$ cat src/logic/bus_pkg.sv
// system bus definitions

package bus_pkg;

	// --------------------
	// bus words
	// --------------------

	// bus bits counted from the left
	// bit 0 is the msb
	localparam int BUS_WORD_W = 16;
	localparam int BUS_NB_W = 4;

	// one word on ad, dt or rdt
	typedef logic [0:BUS_WORD_W-1] bus_word_t;

	// block number above the 16-bit address
	typedef logic [0:BUS_NB_W-1] bus_nb_t;

	// --------------------
	// cycle kinds
	// --------------------

	// latched from the strobes at the start of a cycle
	// s has priority over w and w over r
	typedef enum logic [1:0] {
		// memory read on r
		CMD_READ = 2'd0,
		// memory write on w
		CMD_WRITE = 2'd1,
		// one segment-map entry on s
		CMD_CONFIG = 2'd2
	} bus_cmd_e;

	// parity, en/pe replies and reservation lines not modelled
	// only w, r and s strobes with the ok answer exist here

endpackage

$ cat src/logic/mem_pkg.sv
// memory organization

package mem_pkg;

	import bus_pkg::*;

	// --------------------
	// segments
	// --------------------

	// in-segment address bits for 4K-word segments
	localparam int SEG_SHIFT = 12;

	// one entry per block number and segment
	localparam int MAP_IDX_W = 8;
	localparam int MAP_DEPTH = 1 << MAP_IDX_W;

	// --------------------
	// config word
	// --------------------

	// dt seen during an s cycle
	typedef struct packed {
		logic en;
		logic [1:7] rsvd;
		logic [0:7] frame;
	} mem_cfg_t;

	// dt is data on w and a map entry on s
	typedef union packed {
		bus_word_t word;
		mem_cfg_t cfg;
	} mem_word_u;

	// --------------------
	// map storage
	// --------------------

	// frame only partly used depending on sram size
	typedef struct packed {
		logic en;
		logic [0:7] frame;
	} map_entry_t;

endpackage

$ cat src/logic/power_clear.sv
// memory clear sequencer

`timescale 1ns/1ps

module power_clear #(
	parameter int CLM_TICKS = 8
)(
	input logic clk_sys,
	input logic rst,
	input logic dcl,
	output logic clm
);

	// counter wide enough to hold CLM_TICKS
	localparam int CNT_W = $clog2(CLM_TICKS + 1);
	localparam logic [CNT_W-1:0] CNT_LOAD = CNT_W'(CLM_TICKS);

	logic [CNT_W-1:0] cnt;

	// --------------------
	// clear counter
	// --------------------

	// reload on reset or panel clear
	// then count down to zero
	always_ff @(posedge clk_sys) begin
		if (rst || dcl) begin
			cnt <= CNT_LOAD;
		end else if (cnt != '0) begin
			cnt <= cnt - 1'b1;
		end
	end

	// --------------------
	// clear pulse
	// --------------------

	// high from the cycle after rst/dcl
	// lasts CLM_TICKS cycles past the last one
	assign clm = (cnt != '0);

endmodule

$ cat src/logic/bus_receiver.sv
// system bus receiver

`timescale 1ns/1ps

module bus_receiver
	import bus_pkg::*;
(
	input logic clk_sys,
	input logic rst,
	input logic clm,
	// system bus
	input logic w,
	input logic r,
	input logic s,
	input bus_nb_t nb,
	input bus_word_t ad,
	input bus_word_t dt,
	output logic ok,
	// to segment map
	output logic cmd_req,
	output bus_cmd_e cmd_kind,
	output bus_nb_t cmd_nb,
	output bus_word_t cmd_ad,
	output bus_word_t cmd_dt,
	input logic cmd_ack,
	input logic cmd_miss
);

	localparam logic [1:0] ST_IDLE = 2'd0;
	localparam logic [1:0] ST_BUSY = 2'd1;
	localparam logic [1:0] ST_ANSWER = 2'd2;
	localparam logic [1:0] ST_RELEASE = 2'd3;

	logic [1:0] state;
	logic strobe;

	// any strobe starts a cycle
	assign strobe = s | w | r;

	// --------------------
	// cycle payload
	// --------------------

	// latched once per cycle and held until the next one
	always_ff @(posedge clk_sys) begin
		if (state == ST_IDLE && strobe && !clm && !cmd_ack) begin
			// priority s, w, r
			if (s) begin
				cmd_kind <= CMD_CONFIG;
			end else if (w) begin
				cmd_kind <= CMD_WRITE;
			end else begin
				cmd_kind <= CMD_READ;
			end
			cmd_nb <= nb;
			cmd_ad <= ad;
			cmd_dt <= dt;
		end
	end

	// --------------------
	// handshake FSM
	// --------------------

	always_ff @(posedge clk_sys) begin
		if (rst) begin
			state <= ST_IDLE;
			cmd_req <= 1'b0;
			ok <= 1'b0;
		end else begin
			case (state)
				// strobes ignored during memory clear
				// previous ack must be gone too
				ST_IDLE: begin
					if (strobe && !clm && !cmd_ack) begin
						cmd_req <= 1'b1;
						state <= ST_BUSY;
					end
				end
				ST_BUSY: begin
					if (cmd_ack) begin
						cmd_req <= 1'b0;
						if (cmd_miss) begin
							// unmapped so the master times out on its own
							state <= ST_RELEASE;
						end else begin
							ok <= 1'b1;
							state <= ST_ANSWER;
						end
					end
				end
				// ok held as long as the master holds its strobe
				ST_ANSWER: begin
					if (!strobe) begin
						ok <= 1'b0;
						state <= ST_IDLE;
					end
				end
				// silent until the strobe is released
				ST_RELEASE: begin
					if (!strobe) begin
						state <= ST_IDLE;
					end
				end
				default: begin
					state <= ST_IDLE;
				end
			endcase
		end
	end

endmodule

$ cat src/logic/seg_map.sv
// segment map and address translation

`timescale 1ns/1ps

module seg_map
	import bus_pkg::*;
	import mem_pkg::*;
#(
	parameter int SRAM_AW = 16
)(
	input logic clk_sys,
	input logic rst,
	input logic clm,
	// from bus receiver
	input logic cmd_req,
	input bus_cmd_e cmd_kind,
	input bus_nb_t cmd_nb,
	input bus_word_t cmd_ad,
	input bus_word_t cmd_dt,
	output logic cmd_ack,
	output logic cmd_miss,
	// to sram sequencer
	output logic acc_req,
	output logic acc_write,
	output logic [SRAM_AW-1:0] acc_addr,
	output bus_word_t acc_wdata,
	input logic acc_ack
);

	// usable frame bits for this sram size
	localparam int FRAME_W = SRAM_AW - SEG_SHIFT;

	localparam logic [1:0] ST_IDLE = 2'd0;
	localparam logic [1:0] ST_FWD = 2'd1;
	localparam logic [1:0] ST_ACK = 2'd2;

	logic [1:0] state;
	map_entry_t map_mem [MAP_DEPTH];
	logic [MAP_IDX_W-1:0] idx;
	map_entry_t entry;
	mem_word_u cfg_word;
	logic [7:0] frame_bits;
	logic accept;

	// block number then top four address bits
	assign idx = {cmd_nb, cmd_ad[0:3]};
	assign entry = map_mem[idx];
	assign cfg_word.word = cmd_dt;
	assign frame_bits = entry.frame;
	assign accept = (state == ST_IDLE) && cmd_req && !acc_ack;

	// --------------------
	// map storage
	// --------------------

	// clm drops every enable and leaves the frames
	always_ff @(posedge clk_sys) begin
		if (clm) begin
			for (int i = 0; i < MAP_DEPTH; i++) begin
				map_mem[i].en <= 1'b0;
			end
		end else if (accept && cmd_kind == CMD_CONFIG) begin
			map_mem[idx].en <= cfg_word.cfg.en;
			map_mem[idx].frame <= cfg_word.cfg.frame;
		end
	end

	// physical address is frame then in-segment offset
	always_ff @(posedge clk_sys) begin
		if (accept) begin
			acc_write <= (cmd_kind == CMD_WRITE);
			acc_addr <= {frame_bits[FRAME_W-1:0], cmd_ad[4:15]};
			acc_wdata <= cmd_dt;
		end
	end

	// --------------------
	// request FSM
	// --------------------

	always_ff @(posedge clk_sys) begin
		if (rst) begin
			state <= ST_IDLE;
			cmd_ack <= 1'b0;
			cmd_miss <= 1'b0;
			acc_req <= 1'b0;
		end else begin
			case (state)
				ST_IDLE: begin
					if (accept) begin
						if (cmd_kind == CMD_CONFIG) begin
							// config answered right away
							cmd_ack <= 1'b1;
							cmd_miss <= 1'b0;
							state <= ST_ACK;
						end else if (!entry.en) begin
							cmd_ack <= 1'b1;
							cmd_miss <= 1'b1;
							state <= ST_ACK;
						end else begin
							acc_req <= 1'b1;
							state <= ST_FWD;
						end
					end
				end
				// sram done so the ack goes back
				ST_FWD: begin
					if (acc_ack) begin
						acc_req <= 1'b0;
						cmd_ack <= 1'b1;
						cmd_miss <= 1'b0;
						state <= ST_ACK;
					end
				end
				ST_ACK: begin
					if (!cmd_req) begin
						cmd_ack <= 1'b0;
						cmd_miss <= 1'b0;
						state <= ST_IDLE;
					end
				end
				default: begin
					state <= ST_IDLE;
				end
			endcase
		end
	end

endmodule

$ cat src/logic/sram_sequencer.sv
// sram access sequencer

`timescale 1ns/1ps

module sram_sequencer
	import bus_pkg::*;
#(
	parameter int SRAM_AW = 16
)(
	input logic clk_sys,
	input logic rst,
	// from segment map
	input logic acc_req,
	input logic acc_write,
	input logic [SRAM_AW-1:0] acc_addr,
	input bus_word_t acc_wdata,
	output logic acc_ack,
	// last word read goes out on the bus
	output bus_word_t rdt,
	// sram pins
	output logic sram_ce,
	output logic sram_we,
	output logic [SRAM_AW-1:0] sram_a,
	output bus_word_t sram_wdata,
	input bus_word_t sram_rdata
);

	localparam logic [1:0] ST_IDLE = 2'd0;
	localparam logic [1:0] ST_STROBE = 2'd1;
	localparam logic [1:0] ST_CAPTURE = 2'd2;

	logic [1:0] state;
	// read still waiting for its data word
	logic rd_pend;

	// --------------------
	// sram pins
	// --------------------

	// address and data follow the request
	always_ff @(posedge clk_sys) begin
		if (state == ST_IDLE && acc_req && !acc_ack) begin
			sram_a <= acc_addr;
			sram_wdata <= acc_wdata;
		end
	end

	// --------------------
	// read data
	// --------------------

	// sram answers one cycle after the strobe
	// rdt keeps the word until the next read
	always_ff @(posedge clk_sys) begin
		if (state == ST_CAPTURE && rd_pend) begin
			rdt <= sram_rdata;
		end
	end

	// --------------------
	// sequencer FSM
	// --------------------

	always_ff @(posedge clk_sys) begin
		if (rst) begin
			state <= ST_IDLE;
			sram_ce <= 1'b0;
			sram_we <= 1'b0;
			acc_ack <= 1'b0;
			rd_pend <= 1'b0;
		end else begin
			case (state)
				// new work only once the old ack is gone
				ST_IDLE: begin
					if (acc_req && !acc_ack) begin
						sram_ce <= 1'b1;
						sram_we <= acc_write;
						rd_pend <= !acc_write;
						state <= ST_STROBE;
					end
				end
				// one-cycle strobe with the ack raised here
				ST_STROBE: begin
					sram_ce <= 1'b0;
					sram_we <= 1'b0;
					acc_ack <= 1'b1;
					state <= ST_CAPTURE;
				end
				// data taken on the first cycle
				// ack held until request drops
				ST_CAPTURE: begin
					rd_pend <= 1'b0;
					if (!acc_req) begin
						acc_ack <= 1'b0;
						state <= ST_IDLE;
					end
				end
				default: begin
					state <= ST_IDLE;
				end
			endcase
		end
	end

	// timing seen from the map side
	// pins driven the cycle after acc_req is sampled
	// ack two cycles after the request
	// rdt valid one cycle after that

endmodule

$ cat src/logic/mera_mem.sv
// MERA-400 memory module

`timescale 1ns/1ps

module mera_mem
	import bus_pkg::*;
#(
	parameter int SRAM_AW = 16,
	parameter int CLM_TICKS = 8
)(
	input logic clk_sys,
	input logic rst,
	// panel clear
	input logic dcl,
	// system bus
	input logic w,
	input logic r,
	input logic s,
	input bus_nb_t nb,
	input bus_word_t ad,
	input bus_word_t dt,
	output logic ok,
	output bus_word_t rdt,
	// memory clear pulse
	output logic clm,
	// sram
	output logic sram_ce,
	output logic sram_we,
	output logic [SRAM_AW-1:0] sram_a,
	output bus_word_t sram_wdata,
	input bus_word_t sram_rdata
);

	// --------------------
	// clear
	// --------------------

	power_clear #(
		.CLM_TICKS(CLM_TICKS)
	) pwr(
		.clk_sys(clk_sys),
		.rst(rst),
		.dcl(dcl),
		.clm(clm)
	);

	// --------------------
	// bus side
	// --------------------

	// receiver to segment map
	logic cmd_req;
	bus_cmd_e cmd_kind;
	bus_nb_t cmd_nb;
	bus_word_t cmd_ad;
	bus_word_t cmd_dt;
	logic cmd_ack;
	logic cmd_miss;

	bus_receiver rx(
		.clk_sys(clk_sys),
		.rst(rst),
		.clm(clm),
		.w(w),
		.r(r),
		.s(s),
		.nb(nb),
		.ad(ad),
		.dt(dt),
		.ok(ok),
		.cmd_req(cmd_req),
		.cmd_kind(cmd_kind),
		.cmd_nb(cmd_nb),
		.cmd_ad(cmd_ad),
		.cmd_dt(cmd_dt),
		.cmd_ack(cmd_ack),
		.cmd_miss(cmd_miss)
	);

	// --------------------
	// segment map
	// --------------------

	// segment map to sram sequencer
	logic acc_req;
	logic acc_write;
	logic [SRAM_AW-1:0] acc_addr;
	bus_word_t acc_wdata;
	logic acc_ack;

	seg_map #(
		.SRAM_AW(SRAM_AW)
	) map(
		.clk_sys(clk_sys),
		.rst(rst),
		.clm(clm),
		.cmd_req(cmd_req),
		.cmd_kind(cmd_kind),
		.cmd_nb(cmd_nb),
		.cmd_ad(cmd_ad),
		.cmd_dt(cmd_dt),
		.cmd_ack(cmd_ack),
		.cmd_miss(cmd_miss),
		.acc_req(acc_req),
		.acc_write(acc_write),
		.acc_addr(acc_addr),
		.acc_wdata(acc_wdata),
		.acc_ack(acc_ack)
	);

	// --------------------
	// sram side
	// --------------------

	sram_sequencer #(
		.SRAM_AW(SRAM_AW)
	) seq(
		.clk_sys(clk_sys),
		.rst(rst),
		.acc_req(acc_req),
		.acc_write(acc_write),
		.acc_addr(acc_addr),
		.acc_wdata(acc_wdata),
		.acc_ack(acc_ack),
		.rdt(rdt),
		.sram_ce(sram_ce),
		.sram_we(sram_we),
		.sram_a(sram_a),
		.sram_wdata(sram_wdata),
		.sram_rdata(sram_rdata)
	);

endmodule

$ cat config.mk
export PLATFORM = sky130hd
export DESIGN_NAME = mera_mem
export DESIGN_NICKNAME = d
export VERILOG_FILES = /design/src/logic/bus_pkg.sv /design/src/logic/mem_pkg.sv /design/src/logic/power_clear.sv /design/src/logic/bus_receiver.sv /design/src/logic/seg_map.sv /design/src/logic/sram_sequencer.sv /design/src/logic/mera_mem.sv
export SDC_FILE = /design/constraint.sdc
export NUM_CORES = 2
export LEC_CHECK = 0
export BUFFER_PORTS_ARGS = -buffer_cell sky130_fd_sc_hd__buf_2
export CORE_ASPECT_RATIO = 0.7
export CORE_UTILIZATION = 25
export DETAILED_ROUTE_END_ITERATION = 8
export HOLD_SLACK_MARGIN = 0.06
export PLACE_DENSITY = 0.42
export SLEW_MARGIN = 20
export SYNTH_ARGS = -nofsm -noshare
export SYNTH_HDL_FRONTEND = slang
export SYNTH_SLANG_ARGS = --single-unit
$ cat constraint.sdc
create_clock -name clk_sys -period 13.16 [get_ports clk_sys]
set_input_delay 1.316 -clock clk_sys [delete_from_list [all_inputs] [get_ports clk_sys]]
set_output_delay 1.316 -clock clk_sys [all_outputs]
set_load 0.01 [all_outputs]
==> results.json <==
{
  "yosys_warnings": 0,
  "clock_edge_transition_at_the_registers_on_the_reported_setup_and_hold_paths_ns": 0.07,
  "portion_of_the_post_synthesis_area_used_by_sequential_elements_pct": 74.0,
  "drtPass1Iterations": 5,
  "grt_antenna_before_repair": 7,
  "setup-tns-final_ns": 0,
  "setup_violations": 0,
  "antenna-diode-count": 0,
  "cts_hold_buffers": 0,
  "synth_enable_flop_cells": 1399,
  "maxCapViolCount": 0,
  "numPortBuffers": 109,
  "htreeDepth": 4,
  "power_density_nw_per_um2": 153,
  "die_h_um": 403,
  "worst_slew_pin_slew_ns": 1.16,
  "clock_sink_count": 1426,
  "nets": 3255,
  "max_freq_mhz": 206,
  "timing.final.crit_period_ns": 4.86,
  "status": "complete, no violations",
  "grt_use_total_pct": 13.4,
  "async_reset_ff_share_pct": 0,
  "layout.cells.most_common": "sky130_fd_sc_hd__edfxtp_1",
  "synthesis.area_per_instance_sq_um": 18.3,
  "numCtsBuffers": 149,
  "critPathLaunchType": "register",
  "start_util_pct": 25.3,
  "synthesis.nets": 3213,
  "synthesis.instances": 3149,
  "dieArea_sq_um": 232000,
  "top_library_cells_by_usage_in_the_layout_fill_and_taps_aside": "sky130_fd_sc_hd__edfxtp_1 (1399), sky130_fd_sc_hd__nor2_1 (535), sky130_fd_sc_hd__mux4_2 (405)",
  "static_power_due_to_leakage_uw": 0.0200,
  "synth_cell_type_count": 48,
  "grt_start_max_net_pins": 163,
  "hold_ws_ns": 0.409,
  "via_density": 4.65,
  "number_of_synthesized_register_bits": 1426,
  "post_cts.repair.setup_buffers": 0,
  "area_growth_pct": 14.8,
  "max-slew-margin-rel_pct": 22.1,
  "report.final.hold_viol_count": 0,
  "clkLatencyLatePin_ns": 0.80,
  "mappedNetlistArea_sq_um": 57500,
  "fin_util_pct": 29.0,
  "cp_data_required_time_ns": 13.69,
  "drcViolationCount": 0,
  "arrival_ns": 5.39,
  "fp-row-count": 146,
  "max-vdd-ir-drop_mv": 0.0738,
  "hold_path_class": "reg -> reg",
  "tritoncts_clock_tree": "done",
  "grt_first_pass_wirelength_mm": 227,
  "finalMaxSlewViolations": 0,
  "cts_buffer_depth": 4,
  "grt_pass1_vias": 29800,
  "post_cts_resize_count": 0,
  "timing.critical_path.fanout_max": 95,
  "worstSetupPathType": "reg -> reg",
  "dpl.hpwl_mm": 88.5,
  "drive_gt1_share_pct": 24.9,
  "antenna_violating_nets_post_route": 0,
  "critical_path.endpoint_type": "register",
  "die_w_um": 575,
  "avgRoutedWirePerCell_um": 24.7,
  "period_share_pct": 36.9,
  "gr_overflow_total": 0,
  "drt_iter0_markers": 2871,
  "route.final.wire_length_mm": 156,
  "grt_setup_unrepaired": "false",
  "finClkSkew_ns": 0.0383,
  "finalWeightedCongestion": 0.731,
  "clock-root-buffer": "sky130_fd_sc_hd__clkbuf_16",
  "num_io_pins": 110,
  "core_area_sq_um": 227000,
  "postSynth.topFlopCell": "sky130_fd_sc_hd__edfxtp_1",
  "dr_total_vias": 29500
}
where the power goes:
part / internal (uW) / leakage (uW) / total, uW / switching, uW
clock network: 2320 / 0.00222 / 4100 / 1780
registers: 5070 / 0.0135 / 5130 / 61.1
logic: 362 / 0.00424 / 845 / 483
worst max-delay path, cell delays in order (launching register included):
cell and delay [ns]:
sky130_fd_sc_hd__dfxtp_4 0.85, sky130_fd_sc_hd__buf_12 0.33, sky130_fd_sc_hd__buf_16 0.39, sky130_fd_sc_hd__buf_4 0.66
sky130_fd_sc_hd__mux4_2 0.44, sky130_fd_sc_hd__mux4_2 0.54, sky130_fd_sc_hd__mux4_2 0.54, sky130_fd_sc_hd__mux4_2 0.46
per-stage QoR:
stage          setup WS (ns)  total power, uW  std cells  cell area, sq um
6_report                8.30            10100       6331             66000
5_1_grt                 8.16            10400       6331             66000
4_1_cts                 8.32            10200       6330             66000
3_5_place_dp            8.32             6090       6073             61400
3_3_place_gp            8.31             6080       6073             61400
2_1_floorplan           8.77             5770       3149             57500
final cells by class:
type	instances	area, sq um
Inverter	16	65.1
Tap cell	3034	3800
Fill cell	22400	161000
Clock inverter	71	578
Multi-Input combinational cell	1422	13900
Clock buffer	186	3980
Sequential cell	1426	42600
Timing Repair Buffer	176	1150
logic make-up (layout without fill, tap and decap cells):
kind of cell | count (synthesis) | after routing | synth area share, %
multiplexers | 411 | 411 | 16.0
XOR/XNOR | 2 | 2 | 0.0305
buffers and inverters | 301 | 449 | 2.14
flip-flops | 1426 | 1426 | 74.0
adder cells (fa/ha/maj) | 6 | 6 | 0.131
AO/OA/AOI/OAI | 313 | 313 | 2.93
AND/OR/NAND/NOR | 690 | 690 | 4.82
synth_stat cells (all sizes together), types with 6 or more instances:
| library cell | instances | area share [%] |
|---|---|---|
| a21oi | 11 | 0.096 |
| a31oi | 6 | 0.065 |
| buf | 50 | 0.50 |
| clkbuf | 235 | 1.5 |
| dfxtp | 27 | 0.94 |
| edfxtp | 1399 | 73 |
| ha | 6 | 0.13 |
| inv | 15 | 0.098 |
| mux4 | 405 | 16 |
| nand2 | 63 | 0.41 |
| nand3 | 25 | 0.22 |
| nand4 | 7 | 0.076 |
| nor2 | 535 | 3.5 |
| nor2b | 12 | 0.13 |
| nor3 | 21 | 0.18 |
| o21ai | 261 | 2.3 |
final timing paths:
| check | slack (ns) | end | from | depth (start not counted) |
|---|---|---|---|---|
| setup / recovery | 8.30 | map.acc_addr[14] | register | 7 |
| hold / removal | 0.41 | seq.sram_a[0] | map.acc_addr[0] | 0 |
| setup reg to reg | 8.30 | map.acc_addr[14] | register | 7 |
| hold reg to reg | 0.41 | seq.sram_a[0] | map.acc_addr[0] | 0 |
routing by layer:
metal | routed length (um) | GRT usage, % | up-vias
li1 | - | - | 12500
met1 | 79600 | 21.5 | 15900
met2 | 65200 | 18.7 | 876
met3 | 9010 | 2.24 | 197
met4 | 2650 | 2.84 | 0
met5 | 0 | 0 | -
sequential cells by signal, summed over array words and instances, names as in the netlist, 16 cells and up, named ones only:
signal / count
map.acc_addr: 16
map.acc_wdata: 16
map.map_mem: 1280
rx.cmd_ad: 16
rx.cmd_dt: 16
seq.rdt: 16
seq.sram_a: 16
seq.sram_wdata: 16
No activity file was read; power rests on OpenSTA's default activity.
